==> src/hdl/frameReadoutPkg.sv <==
`default_nettype none

package frameReadoutPkg;

	////////////////////////////////////////
	// widths and sizes
	////////////////////////////////////////
	localparam int VALUE_W = 24;	// time / calib values
	localparam int COORD_W = 8;		// x and y counters
	localparam int DROP_W = 8;		// saturating drop counter
	localparam int HOST_W = 32;		// host data bus

	localparam int FIFO_DEPTH = 8;	// also the starting credit count
	localparam int PTR_W = $clog2(FIFO_DEPTH);
	localparam int CREDIT_W = $clog2(FIFO_DEPTH) + 1;	// must hold FIFO_DEPTH itself

	// fixed word served at the reference endpoint
	localparam logic [HOST_W-1:0] PIPE_REF_WORD = 32'hDEADBEEF;

	// status word layout
	localparam int STATUS_PIPE_READY_BIT = 0;
	localparam int STATUS_TRANSMIT_BIT = 1;
	localparam int STATUS_DROP_LSB = 8;	// dropCount in [15:8]

	////////////////////////////////////////
	// types
	////////////////////////////////////////
	// one captured pixel, 88 bits, y in the top byte
	typedef struct packed {
		logic [COORD_W-1:0] y;
		logic [COORD_W-1:0] x;
		logic [VALUE_W-1:0] timeVal;
		logic [VALUE_W-1:0] calib1;
		logic [VALUE_W-1:0] calib2;
	} pixelSample_t;

	// host endpoint addresses
	typedef enum logic [7:0] {
		EP_PULSEWIDTH = 8'h03,	// the only writable one
		EP_STATUS = 8'h27,
		EP_TIME = 8'h28,
		EP_CALIB1 = 8'h29,
		EP_CALIB2 = 8'h2A,
		EP_HTIME = 8'h2B,
		EP_YCNT = 8'h2C,
		EP_XCNT = 8'h2D,
		EP_PIPE = 8'hA0,		// streaming drain
		EP_REF = 8'hA3
	} hostEndpoint_e;

	// pipe serializer, one state per word of an entry
	typedef enum logic [1:0] {
		WORD_HEADER,
		WORD_TIME,
		WORD_CALIB1,
		WORD_CALIB2
	} pipeWord_e;

endpackage

`default_nettype wire

==> src/hdl/frameReadoutTop.sv <==
`timescale 1ns/1ps
`default_nettype none

module frameReadoutTop (
	input wire logic clk,
	input wire logic reset_n,
	input wire logic transmit,
	input wire logic [frameReadoutPkg::COORD_W-1:0] x,
	input wire logic [frameReadoutPkg::COORD_W-1:0] y,
	input wire logic [frameReadoutPkg::VALUE_W-1:0] timeIn,
	input wire logic [frameReadoutPkg::VALUE_W-1:0] calib1In,
	input wire logic [frameReadoutPkg::VALUE_W-1:0] calib2In,
	input wire logic [frameReadoutPkg::VALUE_W-1:0] hTime,
	input wire frameReadoutPkg::hostEndpoint_e hostAddr,
	input wire logic hostRead,
	input wire logic hostWrite,
	input wire logic [frameReadoutPkg::HOST_W-1:0] hostWriteData,
	output logic [frameReadoutPkg::HOST_W-1:0] hostReadData,
	output logic hostReadValid,
	output logic [frameReadoutPkg::VALUE_W-1:0] pulseWidth
);

	// sampler to fifo
	logic pushValid;
	frameReadoutPkg::pixelSample_t pushSample;
	logic creditReturn;

	// fifo to endpoints
	logic headValid;
	frameReadoutPkg::pixelSample_t headSample;
	logic pop;

	// sampler to endpoints
	frameReadoutPkg::pixelSample_t latestSample;
	logic [frameReadoutPkg::DROP_W-1:0] dropCount;

	////////////////////////////////////////
	// producer, buffer, consumer
	////////////////////////////////////////
	pixelSampler i_sampler (
		.clk(clk), .reset_n(reset_n), .transmit(transmit),
		.x(x), .y(y), .timeIn(timeIn), .calib1In(calib1In), .calib2In(calib2In),
		.creditReturn(creditReturn), .pushValid(pushValid), .pushSample(pushSample),
		.latestSample(latestSample), .dropCount(dropCount)
	);

	sampleFifo i_fifo (
		.clk(clk), .reset_n(reset_n), .pushValid(pushValid), .pushSample(pushSample),
		.pop(pop), .headValid(headValid), .headSample(headSample),
		.creditReturn(creditReturn)
	);

	hostEndpoints i_endpoints (
		.clk(clk), .reset_n(reset_n), .hostAddr(hostAddr), .hostRead(hostRead),
		.hostWrite(hostWrite), .hostWriteData(hostWriteData),
		.latestSample(latestSample), .dropCount(dropCount), .transmit(transmit),
		.hTime(hTime), .headValid(headValid), .headSample(headSample),
		.hostReadData(hostReadData), .hostReadValid(hostReadValid),
		.pulseWidth(pulseWidth), .pop(pop)
	);

endmodule

`default_nettype wire

==> src/hdl/hostEndpoints.sv <==
`timescale 1ns/1ps
`default_nettype none

module hostEndpoints (
	input wire logic clk,
	input wire logic reset_n,
	input wire frameReadoutPkg::hostEndpoint_e hostAddr,
	input wire logic hostRead,
	input wire logic hostWrite,
	input wire logic [frameReadoutPkg::HOST_W-1:0] hostWriteData,
	input wire frameReadoutPkg::pixelSample_t latestSample,
	input wire logic [frameReadoutPkg::DROP_W-1:0] dropCount,
	input wire logic transmit,
	input wire logic [frameReadoutPkg::VALUE_W-1:0] hTime,
	input wire logic headValid,
	input wire frameReadoutPkg::pixelSample_t headSample,
	output logic [frameReadoutPkg::HOST_W-1:0] hostReadData,
	output logic hostReadValid,
	output logic [frameReadoutPkg::VALUE_W-1:0] pulseWidth,
	output logic pop
);

	localparam int HOST_W = frameReadoutPkg::HOST_W;
	localparam int VPAD = HOST_W - frameReadoutPkg::VALUE_W;	// pad for 24-bit values
	localparam int CPAD = HOST_W - frameReadoutPkg::COORD_W;	// pad for one counter
	localparam int HPAD = HOST_W - 2 * frameReadoutPkg::COORD_W;	// header pad

	frameReadoutPkg::pipeWord_e pipeState;
	logic pipeRead;		// pipe read that consumes a word
	logic [HOST_W-1:0] pipeWordData;
	logic [HOST_W-1:0] statusWord;
	logic [HOST_W-1:0] readWord;

	// empty pipe reads return zero and leave the serializer alone
	assign pipeRead = hostRead && (hostAddr == frameReadoutPkg::EP_PIPE) && headValid;
	assign pop = pipeRead && (pipeState == frameReadoutPkg::WORD_CALIB2);	// last word

	////////////////////////////////////////
	// pipe serializer
	////////////////////////////////////////
	always_comb begin
		case (pipeState)
			frameReadoutPkg::WORD_HEADER: pipeWordData = {{HPAD{1'b0}}, headSample.y, headSample.x};
			frameReadoutPkg::WORD_TIME: pipeWordData = {{VPAD{1'b0}}, headSample.timeVal};
			frameReadoutPkg::WORD_CALIB1: pipeWordData = {{VPAD{1'b0}}, headSample.calib1};
			default: pipeWordData = {{VPAD{1'b0}}, headSample.calib2};
		endcase
	end

	always_ff @(posedge clk or negedge reset_n) begin
		if (!reset_n) begin
			pipeState <= frameReadoutPkg::WORD_HEADER;
		end else if (pipeRead) begin
			case (pipeState)
				frameReadoutPkg::WORD_HEADER: pipeState <= frameReadoutPkg::WORD_TIME;
				frameReadoutPkg::WORD_TIME: pipeState <= frameReadoutPkg::WORD_CALIB1;
				frameReadoutPkg::WORD_CALIB1: pipeState <= frameReadoutPkg::WORD_CALIB2;
				default: pipeState <= frameReadoutPkg::WORD_HEADER;	// entry done
			endcase
		end
	end

	////////////////////////////////////////
	// register endpoints
	////////////////////////////////////////
	always_comb begin
		statusWord = '0;
		statusWord[frameReadoutPkg::STATUS_PIPE_READY_BIT] = headValid;
		statusWord[frameReadoutPkg::STATUS_TRANSMIT_BIT] = transmit;	// live level
		statusWord[frameReadoutPkg::STATUS_DROP_LSB +: frameReadoutPkg::DROP_W] = dropCount;
	end

	// read decode
	always_comb begin
		case (hostAddr)
			frameReadoutPkg::EP_PULSEWIDTH: readWord = {{VPAD{1'b0}}, pulseWidth};
			frameReadoutPkg::EP_STATUS: readWord = statusWord;
			frameReadoutPkg::EP_TIME: readWord = {{VPAD{1'b0}}, latestSample.timeVal};
			frameReadoutPkg::EP_CALIB1: readWord = {{VPAD{1'b0}}, latestSample.calib1};
			frameReadoutPkg::EP_CALIB2: readWord = {{VPAD{1'b0}}, latestSample.calib2};
			frameReadoutPkg::EP_HTIME: readWord = {{VPAD{1'b0}}, hTime};
			frameReadoutPkg::EP_YCNT: readWord = {{CPAD{1'b0}}, latestSample.y};
			frameReadoutPkg::EP_XCNT: readWord = {{CPAD{1'b0}}, latestSample.x};
			frameReadoutPkg::EP_PIPE: readWord = headValid ? pipeWordData : '0;
			frameReadoutPkg::EP_REF: readWord = frameReadoutPkg::PIPE_REF_WORD;
			default: readWord = '0;	// unmapped address
		endcase
	end

	// fixed one-cycle read latency, no stall
	always_ff @(posedge clk or negedge reset_n) begin
		if (!reset_n) begin
			hostReadValid <= 1'b0;
			hostReadData <= '0;
		end else begin
			hostReadValid <= hostRead;
			if (hostRead)
				hostReadData <= readWord;
		end
	end

	// pulse-width register
	always_ff @(posedge clk or negedge reset_n) begin
		if (!reset_n)
			pulseWidth <= '0;
		else if (hostWrite && (hostAddr == frameReadoutPkg::EP_PULSEWIDTH))
			pulseWidth <= hostWriteData[frameReadoutPkg::VALUE_W-1:0];	// low bits only
	end

endmodule

`default_nettype wire

==> src/hdl/pixelSampler.sv <==
`timescale 1ns/1ps
`default_nettype none

module pixelSampler (
	input wire logic clk,
	input wire logic reset_n,
	input wire logic transmit,
	input wire logic [frameReadoutPkg::COORD_W-1:0] x,
	input wire logic [frameReadoutPkg::COORD_W-1:0] y,
	input wire logic [frameReadoutPkg::VALUE_W-1:0] timeIn,
	input wire logic [frameReadoutPkg::VALUE_W-1:0] calib1In,
	input wire logic [frameReadoutPkg::VALUE_W-1:0] calib2In,
	input wire logic creditReturn,
	output logic pushValid,
	output frameReadoutPkg::pixelSample_t pushSample,
	output frameReadoutPkg::pixelSample_t latestSample,
	output logic [frameReadoutPkg::DROP_W-1:0] dropCount
);

	frameReadoutPkg::pixelSample_t captured;	// assembled from the pixel pins
	logic holdFull;		// pending sample waiting for a credit
	logic slotFree;		// hold register can take a new sample this edge
	logic [frameReadoutPkg::CREDIT_W-1:0] credits;

	// pack the pixel inputs
	assign captured.y = y;
	assign captured.x = x;
	assign captured.timeVal = timeIn;
	assign captured.calib1 = calib1In;
	assign captured.calib2 = calib2In;

	assign pushValid = holdFull && (credits != '0);	// never pushes without a credit
	assign slotFree = !holdFull || pushValid;		// a leaving sample frees the slot

	////////////////////////////////////////
	// credit counter
	////////////////////////////////////////
	always_ff @(posedge clk or negedge reset_n) begin
		if (!reset_n) begin
			credits <= frameReadoutPkg::CREDIT_W'(frameReadoutPkg::FIFO_DEPTH);
		end else begin
			case ({pushValid, creditReturn})
				2'b10: credits <= credits - 1'b1;	// spend one
				2'b01: credits <= credits + 1'b1;	// fifo freed one
				default: credits <= credits;		// both or neither
			endcase
		end
	end

	////////////////////////////////////////
	// holding register and latest capture
	////////////////////////////////////////
	always_ff @(posedge clk or negedge reset_n) begin
		if (!reset_n) begin
			holdFull <= 1'b0;
		end else if (transmit && slotFree) begin
			holdFull <= 1'b1;	// refilled even while the old one leaves
		end else if (pushValid) begin
			holdFull <= 1'b0;
		end
	end

	// pending payload
	always_ff @(posedge clk) begin
		if (transmit && slotFree)
			pushSample <= captured;
	end

	// readback copy follows every capture, queued or not
	always_ff @(posedge clk or negedge reset_n) begin
		if (!reset_n) begin
			latestSample <= '0;
			dropCount <= '0;
		end else if (transmit) begin
			latestSample <= captured;
			if (!slotFree && (dropCount != '1))
				dropCount <= dropCount + 1'b1;	// lost capture, saturates
		end
	end

endmodule

`default_nettype wire

==> src/hdl/sampleFifo.sv <==
`timescale 1ns/1ps
`default_nettype none

module sampleFifo (
	input wire logic clk,
	input wire logic reset_n,
	input wire logic pushValid,
	input wire frameReadoutPkg::pixelSample_t pushSample,
	input wire logic pop,
	output logic headValid,
	output frameReadoutPkg::pixelSample_t headSample,
	output logic creditReturn
);

	localparam int PTR_W = frameReadoutPkg::PTR_W;
	localparam int CNT_W = frameReadoutPkg::CREDIT_W;
	localparam int DEPTH = frameReadoutPkg::FIFO_DEPTH;

	frameReadoutPkg::pixelSample_t mem [DEPTH];	// sample storage, no reset
	logic [PTR_W-1:0] wrPtr;
	logic [PTR_W-1:0] rdPtr;
	logic [CNT_W-1:0] count;	// occupancy
	logic full;
	logic doPush;
	logic doPop;

	assign full = (count == CNT_W'(DEPTH));
	assign headValid = (count != '0);
	assign headSample = mem[rdPtr];	// show-ahead head

	// credit scheme keeps the producer off a full fifo, guard anyway
	assign doPush = pushValid && !full;
	assign doPop = pop && headValid;

	////////////////////////////////////////
	// storage write
	////////////////////////////////////////
	always_ff @(posedge clk) begin
		if (doPush)
			mem[wrPtr] <= pushSample;
	end

	////////////////////////////////////////
	// pointers
	////////////////////////////////////////
	always_ff @(posedge clk or negedge reset_n) begin
		if (!reset_n) begin
			wrPtr <= '0;
		end else if (doPush) begin
			if (wrPtr == PTR_W'(DEPTH - 1))
				wrPtr <= '0;	// wrap
			else
				wrPtr <= wrPtr + 1'b1;
		end
	end

	always_ff @(posedge clk or negedge reset_n) begin
		if (!reset_n) begin
			rdPtr <= '0;
		end else if (doPop) begin
			if (rdPtr == PTR_W'(DEPTH - 1))
				rdPtr <= '0;
			else
				rdPtr <= rdPtr + 1'b1;
		end
	end

	// occupancy, simultaneous push and pop cancel out
	always_ff @(posedge clk or negedge reset_n) begin
		if (!reset_n) begin
			count <= '0;
		end else begin
			case ({doPush, doPop})
				2'b10: count <= count + 1'b1;
				2'b01: count <= count - 1'b1;
				default: count <= count;
			endcase
		end
	end

	////////////////////////////////////////
	// credit return
	////////////////////////////////////////
	// one pulse per freed slot, the cycle after the pop
	always_ff @(posedge clk or negedge reset_n) begin
		if (!reset_n)
			creditReturn <= 1'b0;
		else
			creditReturn <= doPop;
	end

endmodule

`default_nettype wire

==> config.mk <==
export PLATFORM = sky130hd
export DESIGN_NAME = frameReadoutTop
export DESIGN_NICKNAME = d
export VERILOG_FILES = /design/src/hdl/frameReadoutPkg.sv /design/src/hdl/frameReadoutTop.sv /design/src/hdl/hostEndpoints.sv /design/src/hdl/pixelSampler.sv /design/src/hdl/sampleFifo.sv
export SDC_FILE = /design/constraint.sdc
export NUM_CORES = 1
export LEC_CHECK = 0
export ABC_AREA = 1
export BUFFER_PORTS_ARGS = -buffer_cell sky130_fd_sc_hd__buf_4
export CAP_MARGIN = 30
export CORE_ASPECT_RATIO = 1.1
export CORE_MARGIN = 3
export CORE_UTILIZATION = 44
export DETAILED_ROUTE_END_ITERATION = 8
export HOLD_SLACK_MARGIN = 0.15
export PLACE_DENSITY = 0.67
export SLEW_MARGIN = 0
export SYNTH_ARGS = -nofsm -noshare
export SYNTH_HDL_FRONTEND = slang
export SYNTH_SLANG_ARGS = --single-unit
==> constraint.sdc <==
create_clock -name clk -period 12.3 [get_ports clk]
set_input_delay 1.23 -clock clk [delete_from_list [all_inputs] [get_ports clk]]
set_output_delay 1.23 -clock clk [all_outputs]
set_load 0.03 [all_outputs]
==> results of run 1 <==
==> layout by cell type (no fill, tap or decap), drive strengths merged, types with 16 or more instances in the layout <==
cell    instances
inv           343
o211ai         35
clkbuf        113
a21oi          30
buf           246
nor2          167
bufinv         16
nand2        1220
o21ai         116
nand4          18
dfrtp         163
ha             16
clkinv         47
edfxtp        792
nand3         522
==> final timing paths <==
check	endpoint	cells after the start	from	slack, ns
setup / recovery	i_fifo.mem[4][38]	9	i_sampler.credits[3]	8.14
hold / removal	i_sampler.latestSample[0]	2	i_sampler.latestSample[0]	0.47
max in group asynchronous	i_endpoints.hostReadValid	4	reset_n	10.09
hold reg to reg	i_sampler.latestSample[0]	2	i_sampler.latestSample[0]	0.47
setup reg to reg	i_fifo.mem[4][38]	9	i_sampler.credits[3]	8.14
min in group asynchronous	i_sampler.latestSample[68]	1	reset_n	0.54
==> critical path, cell delays in order (launching register included) <==
cell,delay (ns)
dfstp_2,0.54
nor2_1,0.06
nand2_1,0.06
nand2_1,0.09
a31oi_1,0.36
inv_1,0.13
or2_2,0.40
nor2_4,0.70
buf_4,0.70
buf_4,0.69
==> flip-flops by register name, summed over array words and instances (netlist names), 4 cells and up <==
name	cells
i_endpoints.pulseWidth	24
i_sampler.pushSample	88
i_fifo.mem	704
i_sampler.credits	4
i_endpoints.hostReadData	25
i_sampler.dropCount	8
i_fifo.count	4
i_sampler.latestSample	88
==> synthesized netlist by cell type (3+ instances only) <==
master,instances
xor2_1,8
buf_1,30
ha_1,16
nor3_1,6
nand3_1,520
buf_2,78
o22ai_1,3
buf_6,4
o211ai_1,35
mux2_1,5
o21ai_1,16
nor2_1,164
dfrtp_1,163
inv_2,10
nand2_2,3
clkinv_1,9
nand2_1,1217
edfxtp_1,792
o21ai_0,100
xnor2_1,4
a21oi_1,30
buf_4,19
clkbuf_1,65
inv_1,329
nand4_1,17
o221ai_1,7
==> report_power, final <==
group / switching (µW) / total [µW] / internal [µW]
clock: 1220 / 2970 / 1750
combinational: 808 / 1100 / 292
sequential: 178 / 4210 / 4040
==> final cells by class <==
cell class,instances,share of cell area (%)
flip-flops and latches,956,61.2
multi-input cells,2173,21.2
clock buffers,112,5.33
repair buffers,247,4.47
well taps,1160,3.18
inverters,348,2.91
clock inverters,62,1.72
==> cells by family (layout without fill, tap and decap cells) <==
logic type / Yosys count / count (layout) / share of synthesized area (%)
XOR/XNOR: 12 / 12 / 0.265
flip-flops: 956 / 956 / 70.2
other: 1 / 2 / 0.00944
AO/OA/AOI/OAI: 196 / 196 / 2.79
AND/OR/NAND/NOR: 1938 / 1938 / 20.3
multiplexers: 7 / 7 / 0.198
adder cells (fa/ha/maj): 18 / 18 / 0.605
buffers and inverters: 544 / 769 / 5.64
==> stage by stage <==
stage	instance area [µm²]	util, %	total power, µW	worst slack (ns)
after floorplan	39700	-	4930	6.70
after global placement	42100	47.5	5320	7.71
after detailed placement	42300	47.7	5370	7.65
after CTS	45500	51.3	8320	7.66
after global routing	45600	51.4	8610	7.91
final	45600	51.4	8290	8.14
==> metal layers <==
layer	part of all wire, %	vias up
li1	-	12534
met1	40	13121
met2	48	1251
met3	9.5	187
met4	2.9	0
met5	0	-
==> reports/results.ini, run 1 <==
[timing]
hold_slack_ns = 0.474
unrepaired_setup_endpoints_after_global_routing = false
finalSetupViolations = 0
layout_min_cycle_time_ns = 4.16
slew-limit-headroom_pct = 12.1
fmax_mhz = 240
report.final.hold_viol_count = 0
worst_pin_slew_ns = 1.32
final.setup.tns_ns = 0
clock-skew-final_ns = 0.0334
fin_crit_sh_pct = 33.8
report.final.slew_viol_count = 0

[routing]
wl_per_cell_um = 21.7
vias_per_cell = 5.36
route.detailed.drc = 0
routed_wirelength_mm = 110
first_pass_iters = 8
drt-initial-drc-count = 2621
via_count = 27093
ant_nets = 0

[cts]
cts_root_buffer = clkbuf_16
clkSlewWorstSetupHoldPaths_ns = 0.06
h-tree-depth = 3
cts.repair_timing.setup_buffer_count = 0
insertion_delay_ns = 0.67
cts-buffers-inserted = 92
cts_tree = yes
cts_max_path_buffers = 3
ctsResizeCount = 0
cts_hold_repair.buffers = 0
numClockSinks = 956

[die]
floorplan.initialDensity_pct = 44.8
placeableCoreArea_mm2 = 0.0887
placementRows = 114
dieWidth_um = 292
floorplan.die_area_mm2 = 0.0939
num_io_pins = 214
die_y_um = 321

[global_route]
initial_antenna_violation_count = 2
global_route.usage.met3_pct = 4.62
gr_met1_demand_resource_pct = 31.4
grt.overflow.total = 0
grt_use_met2_pct = 37.5
grt_max_degree = 222
first_pass_grt_wire_length_mm = 162
grt_pass1_vias = 26077
total_global_routing_track_utilization_pct = 23.1
most_crowded_layer_gr = met2

[place]
globalplace.congestion = 0.856
dp_hpwl_mm = 64.3
placed_cells_incl_taps = 4882
io_buffer_count = 203

[final_layout]
area_growth_pct = 14.8
multi_input_area_mm2 = 0.00965
stdcell_count = 5058
regArea_mm2 = 0.0279
insertedDiodeCount = 0
drive_gt1_share_pct = 11.1
fin_nets = 3993
layout.filler_cells = 7533

[synth]
synthArstFlopShare_pct = 17.2
synth_top_cell_area_share_pct = 59.9
syn_area_mm2 = 0.0397
post_synth.cell_area_avg_um2 = 10.8
synth_top_area_cell = edfxtp_1
yosys_most_used_dff = edfxtp_1
postSynthRegisterBits = 956
ys.warnings.count = 0
synth_cell_type_count = 43
synth-seq-area-share_pct = 70.2
synth_enable_flop_cells = 792
synth.top_cells.by_area = edfxtp_1 (60%), nand2_1 (12%), dfrtp_1 (10%)
synthCells = 3672

[status]
run_status = finished clean

[critical_path]
path_max_fanout = 36
timing_worst_setup_path_type = flop to flop
required_ns = 12.57
cp_data_arrival_time_ns = 4.43
startpoint_type = flop
worstSetupEndpointType = flop

[flow_run]
cap_violations = 0

[power]
worst_ir_drop_vdd_v = 0.000117
power_leakage_uw = 0.0187
power_density_over_the_cells_mw_per_mm2 = 182

[min_path]
holdCritPathClass = flop to flop

Note: power is estimated with default switching activity, not from simulation.
==> run 2: changes to the inputs <==
==> constraint.sdc (replaced) <==
create_clock -name clk -period 4 [get_ports clk]
set_input_delay 0.4 -clock clk [delete_from_list [all_inputs] [get_ports clk]]
set_output_delay 0.4 -clock clk [all_outputs]
set_load 0.03 [all_outputs]
==> run 2 against run 1 <==
  * Routed wire length is 0.22% lower
  * First-iteration DRC count is 7.1% higher
  * Clock skew down 0.010 ns
  * Clock power grew to 2.9 times the previous value
  * Flip-flop and latch count unchanged
  * Non-clock buffer count grew 130
  * Global-route usage is 0.20 points lower
  * Die area stayed put
  * Sequential power grew to 3.1 times the previous value
  * Combinational power grew to 3.2 times the previous value
  * Fmax is 45% higher
  * Via count rose by 1.5%
  * Largest power group unchanged
==> reports/results.ini, run 2 (synthesized netlist as in run 1, its figures left out) <==
[cts]
cts_hold_repair.buffers = 118
numClockSinks = 956
ctsResizeCount = 0
insertion_delay_ns = 0.65
cts_tree = yes
clkSlewWorstSetupHoldPaths_ns = 0.07
cts.repair_timing.setup_buffer_count = 0
h-tree-depth = 3
cts_root_buffer = clkbuf_16
cts-buffers-inserted = 89
cts_max_path_buffers = 3

[timing]
fin_crit_sh_pct = 71.9
report.final.hold_viol_count = 0
unrepaired_setup_endpoints_after_global_routing = false
slew-limit-headroom_pct = 12.5
finalSetupViolations = 0
finalWorstSetupSlack_ns = 1.12
fmax_mhz = 348
clock-skew-final_ns = 0.0232
report.final.slew_viol_count = 0
layout_min_cycle_time_ns = 2.88
worst_pin_slew_ns = 1.31

[power]
worst_ir_drop_vdd_v = 0.000309
totalPowerFinal_uw = 25200
power_density_over_the_cells_mw_per_mm2 = 538
power_leakage_uw = 0.0192

[critical_path]
path_max_fanout = 69
worst_r2r_path_depth = 9
timing_worst_setup_path_type = flop to flop
worstSetupEndpointType = flop
required_ns = 4.58
startpoint_type = flop
cp_data_arrival_time_ns = 3.46

[die]
floorplan.initialDensity_pct = 44.8
placementRows = 114
num_io_pins = 214
dieWidth_um = 292
floorplan.die_area_mm2 = 0.0939
die_y_um = 321
placeableCoreArea_mm2 = 0.0887

[routing]
via_count = 27495
route.detailed.drc = 0
wl_per_cell_um = 21.1
vias_per_cell = 5.30
routed_wirelength_mm = 109
ant_nets = 0
drt-initial-drc-count = 2807
first_pass_iters = 6

[min_path]
holdCritPathClass = input port to flop
worstHoldPathCells = 7

[place]
globalplace.congestion = 0.845
io_buffer_count = 203
detailed_place.area_mm2 = 0.0425
dpl_worst_slack_ns = 1.17
dp_hpwl_mm = 65.2

[global_route]
initial_antenna_violation_count = 1
first_pass_grt_wire_length_mm = 162
grt_pass1_vias = 26108
grt.overflow.total = 0
grt_max_degree = 208
total_global_routing_track_utilization_pct = 22.9

[final_layout]
drive_gt1_share_pct = 10.8
mostFrequentLayoutCell = nand2_1
multi_input_area_mm2 = 0.00965
layout_cell_area_excl_fill_mm2 = 0.0468
largest_register_ff_count = 704
regArea_mm2 = 0.0279
layout_common_cells = nand2_1 (1,217), edfxtp_1 (792), nand3_1 (520), inv_1 (328), buf_4 (235)
area_growth_pct = 17.8
fin_nets = 4120
layout.filler_cells = 7531
postLayoutCoreUtil_pct = 52.7
regMostFlops = i_fifo.mem
largest_registers_in_the_final_layout = i_fifo.mem x704, i_sampler.latestSample x88, i_sampler.pushSample x88

[flow_run]
cap_violations = 0

[status]
run_status = finished clean

run 2: path summary, 6_finish.rpt:
path / endpoint / start / slack, ns
max reg2reg: i_endpoints.hostReadData[14] / i_fifo.rdPtr[1] / 1.12
max in group asynchronous: i_sampler.latestSample[8] / reset_n / 2.31
min in group asynchronous: i_endpoints.hostReadData[16] / reset_n / 0.67
max: i_endpoints.hostReadData[14] / i_fifo.rdPtr[1] / 1.12
min reg2reg: i_sampler.latestSample[21] / i_sampler.latestSample[21] / 0.47
min: i_endpoints.hostReadData[16] / hTime[16] / 0.20
run 2: critical path, stage by stage, from the launching register on:
cell and delay [ns]:
dfrtp_4 0.76, buf_4 0.81, nand3_1 0.18, nand3_1 0.15
nand3_1 0.19, nand2_1 0.15, o21ai_1 0.21, nand2_1 0.12
nand2_1 0.05, nand2_1 0.07
run 2: layout make-up:
| type | instances | area share, % |
|---|---|---|
| Sequential cell | 956 | 59.6 |
| Multi-Input combinational cell | 2173 | 20.6 |
| Timing Repair Buffer | 377 | 7.30 |
| Clock buffer | 130 | 5.59 |
| Tap cell | 1160 | 3.10 |
| Inverter | 348 | 2.83 |
| Clock inverter | 38 | 0.914 |
| Antenna cell | 1 | 0.00535 |
run 2: through the flow:
| stage | std cells | hold slack [ns] | TNS, ns |
|---|---|---|---|
| 3_5_place_dp | 4894 | 0.459 | 0 |
| 4_1_cts | 5180 | 0.159 | 0 |
| 6_report | 5183 | 0.202 | 0 |
| 5_1_grt | 5182 | 0.223 | 0 |
| 3_3_place_gp | 4893 | 0.455 | 0 |
| 2_1_floorplan | 3673 | 0.104 | -484.57 |
run 2: layer usage:
layer  vias to the layer above  wire length [µm]  global-route usage, %
li1                      12790                 -                      -
met1                     13287             44700                   31.6
met2                      1236             51200                   36.8
met3                       182              9560                   3.67
met4                         0              3800                   8.87
met5                         -                 0                      0
run 2: power breakdown:
group	internal [µW]	switching (µW)
logic	1010	2530
clock network	5030	3670
registers	12400	511
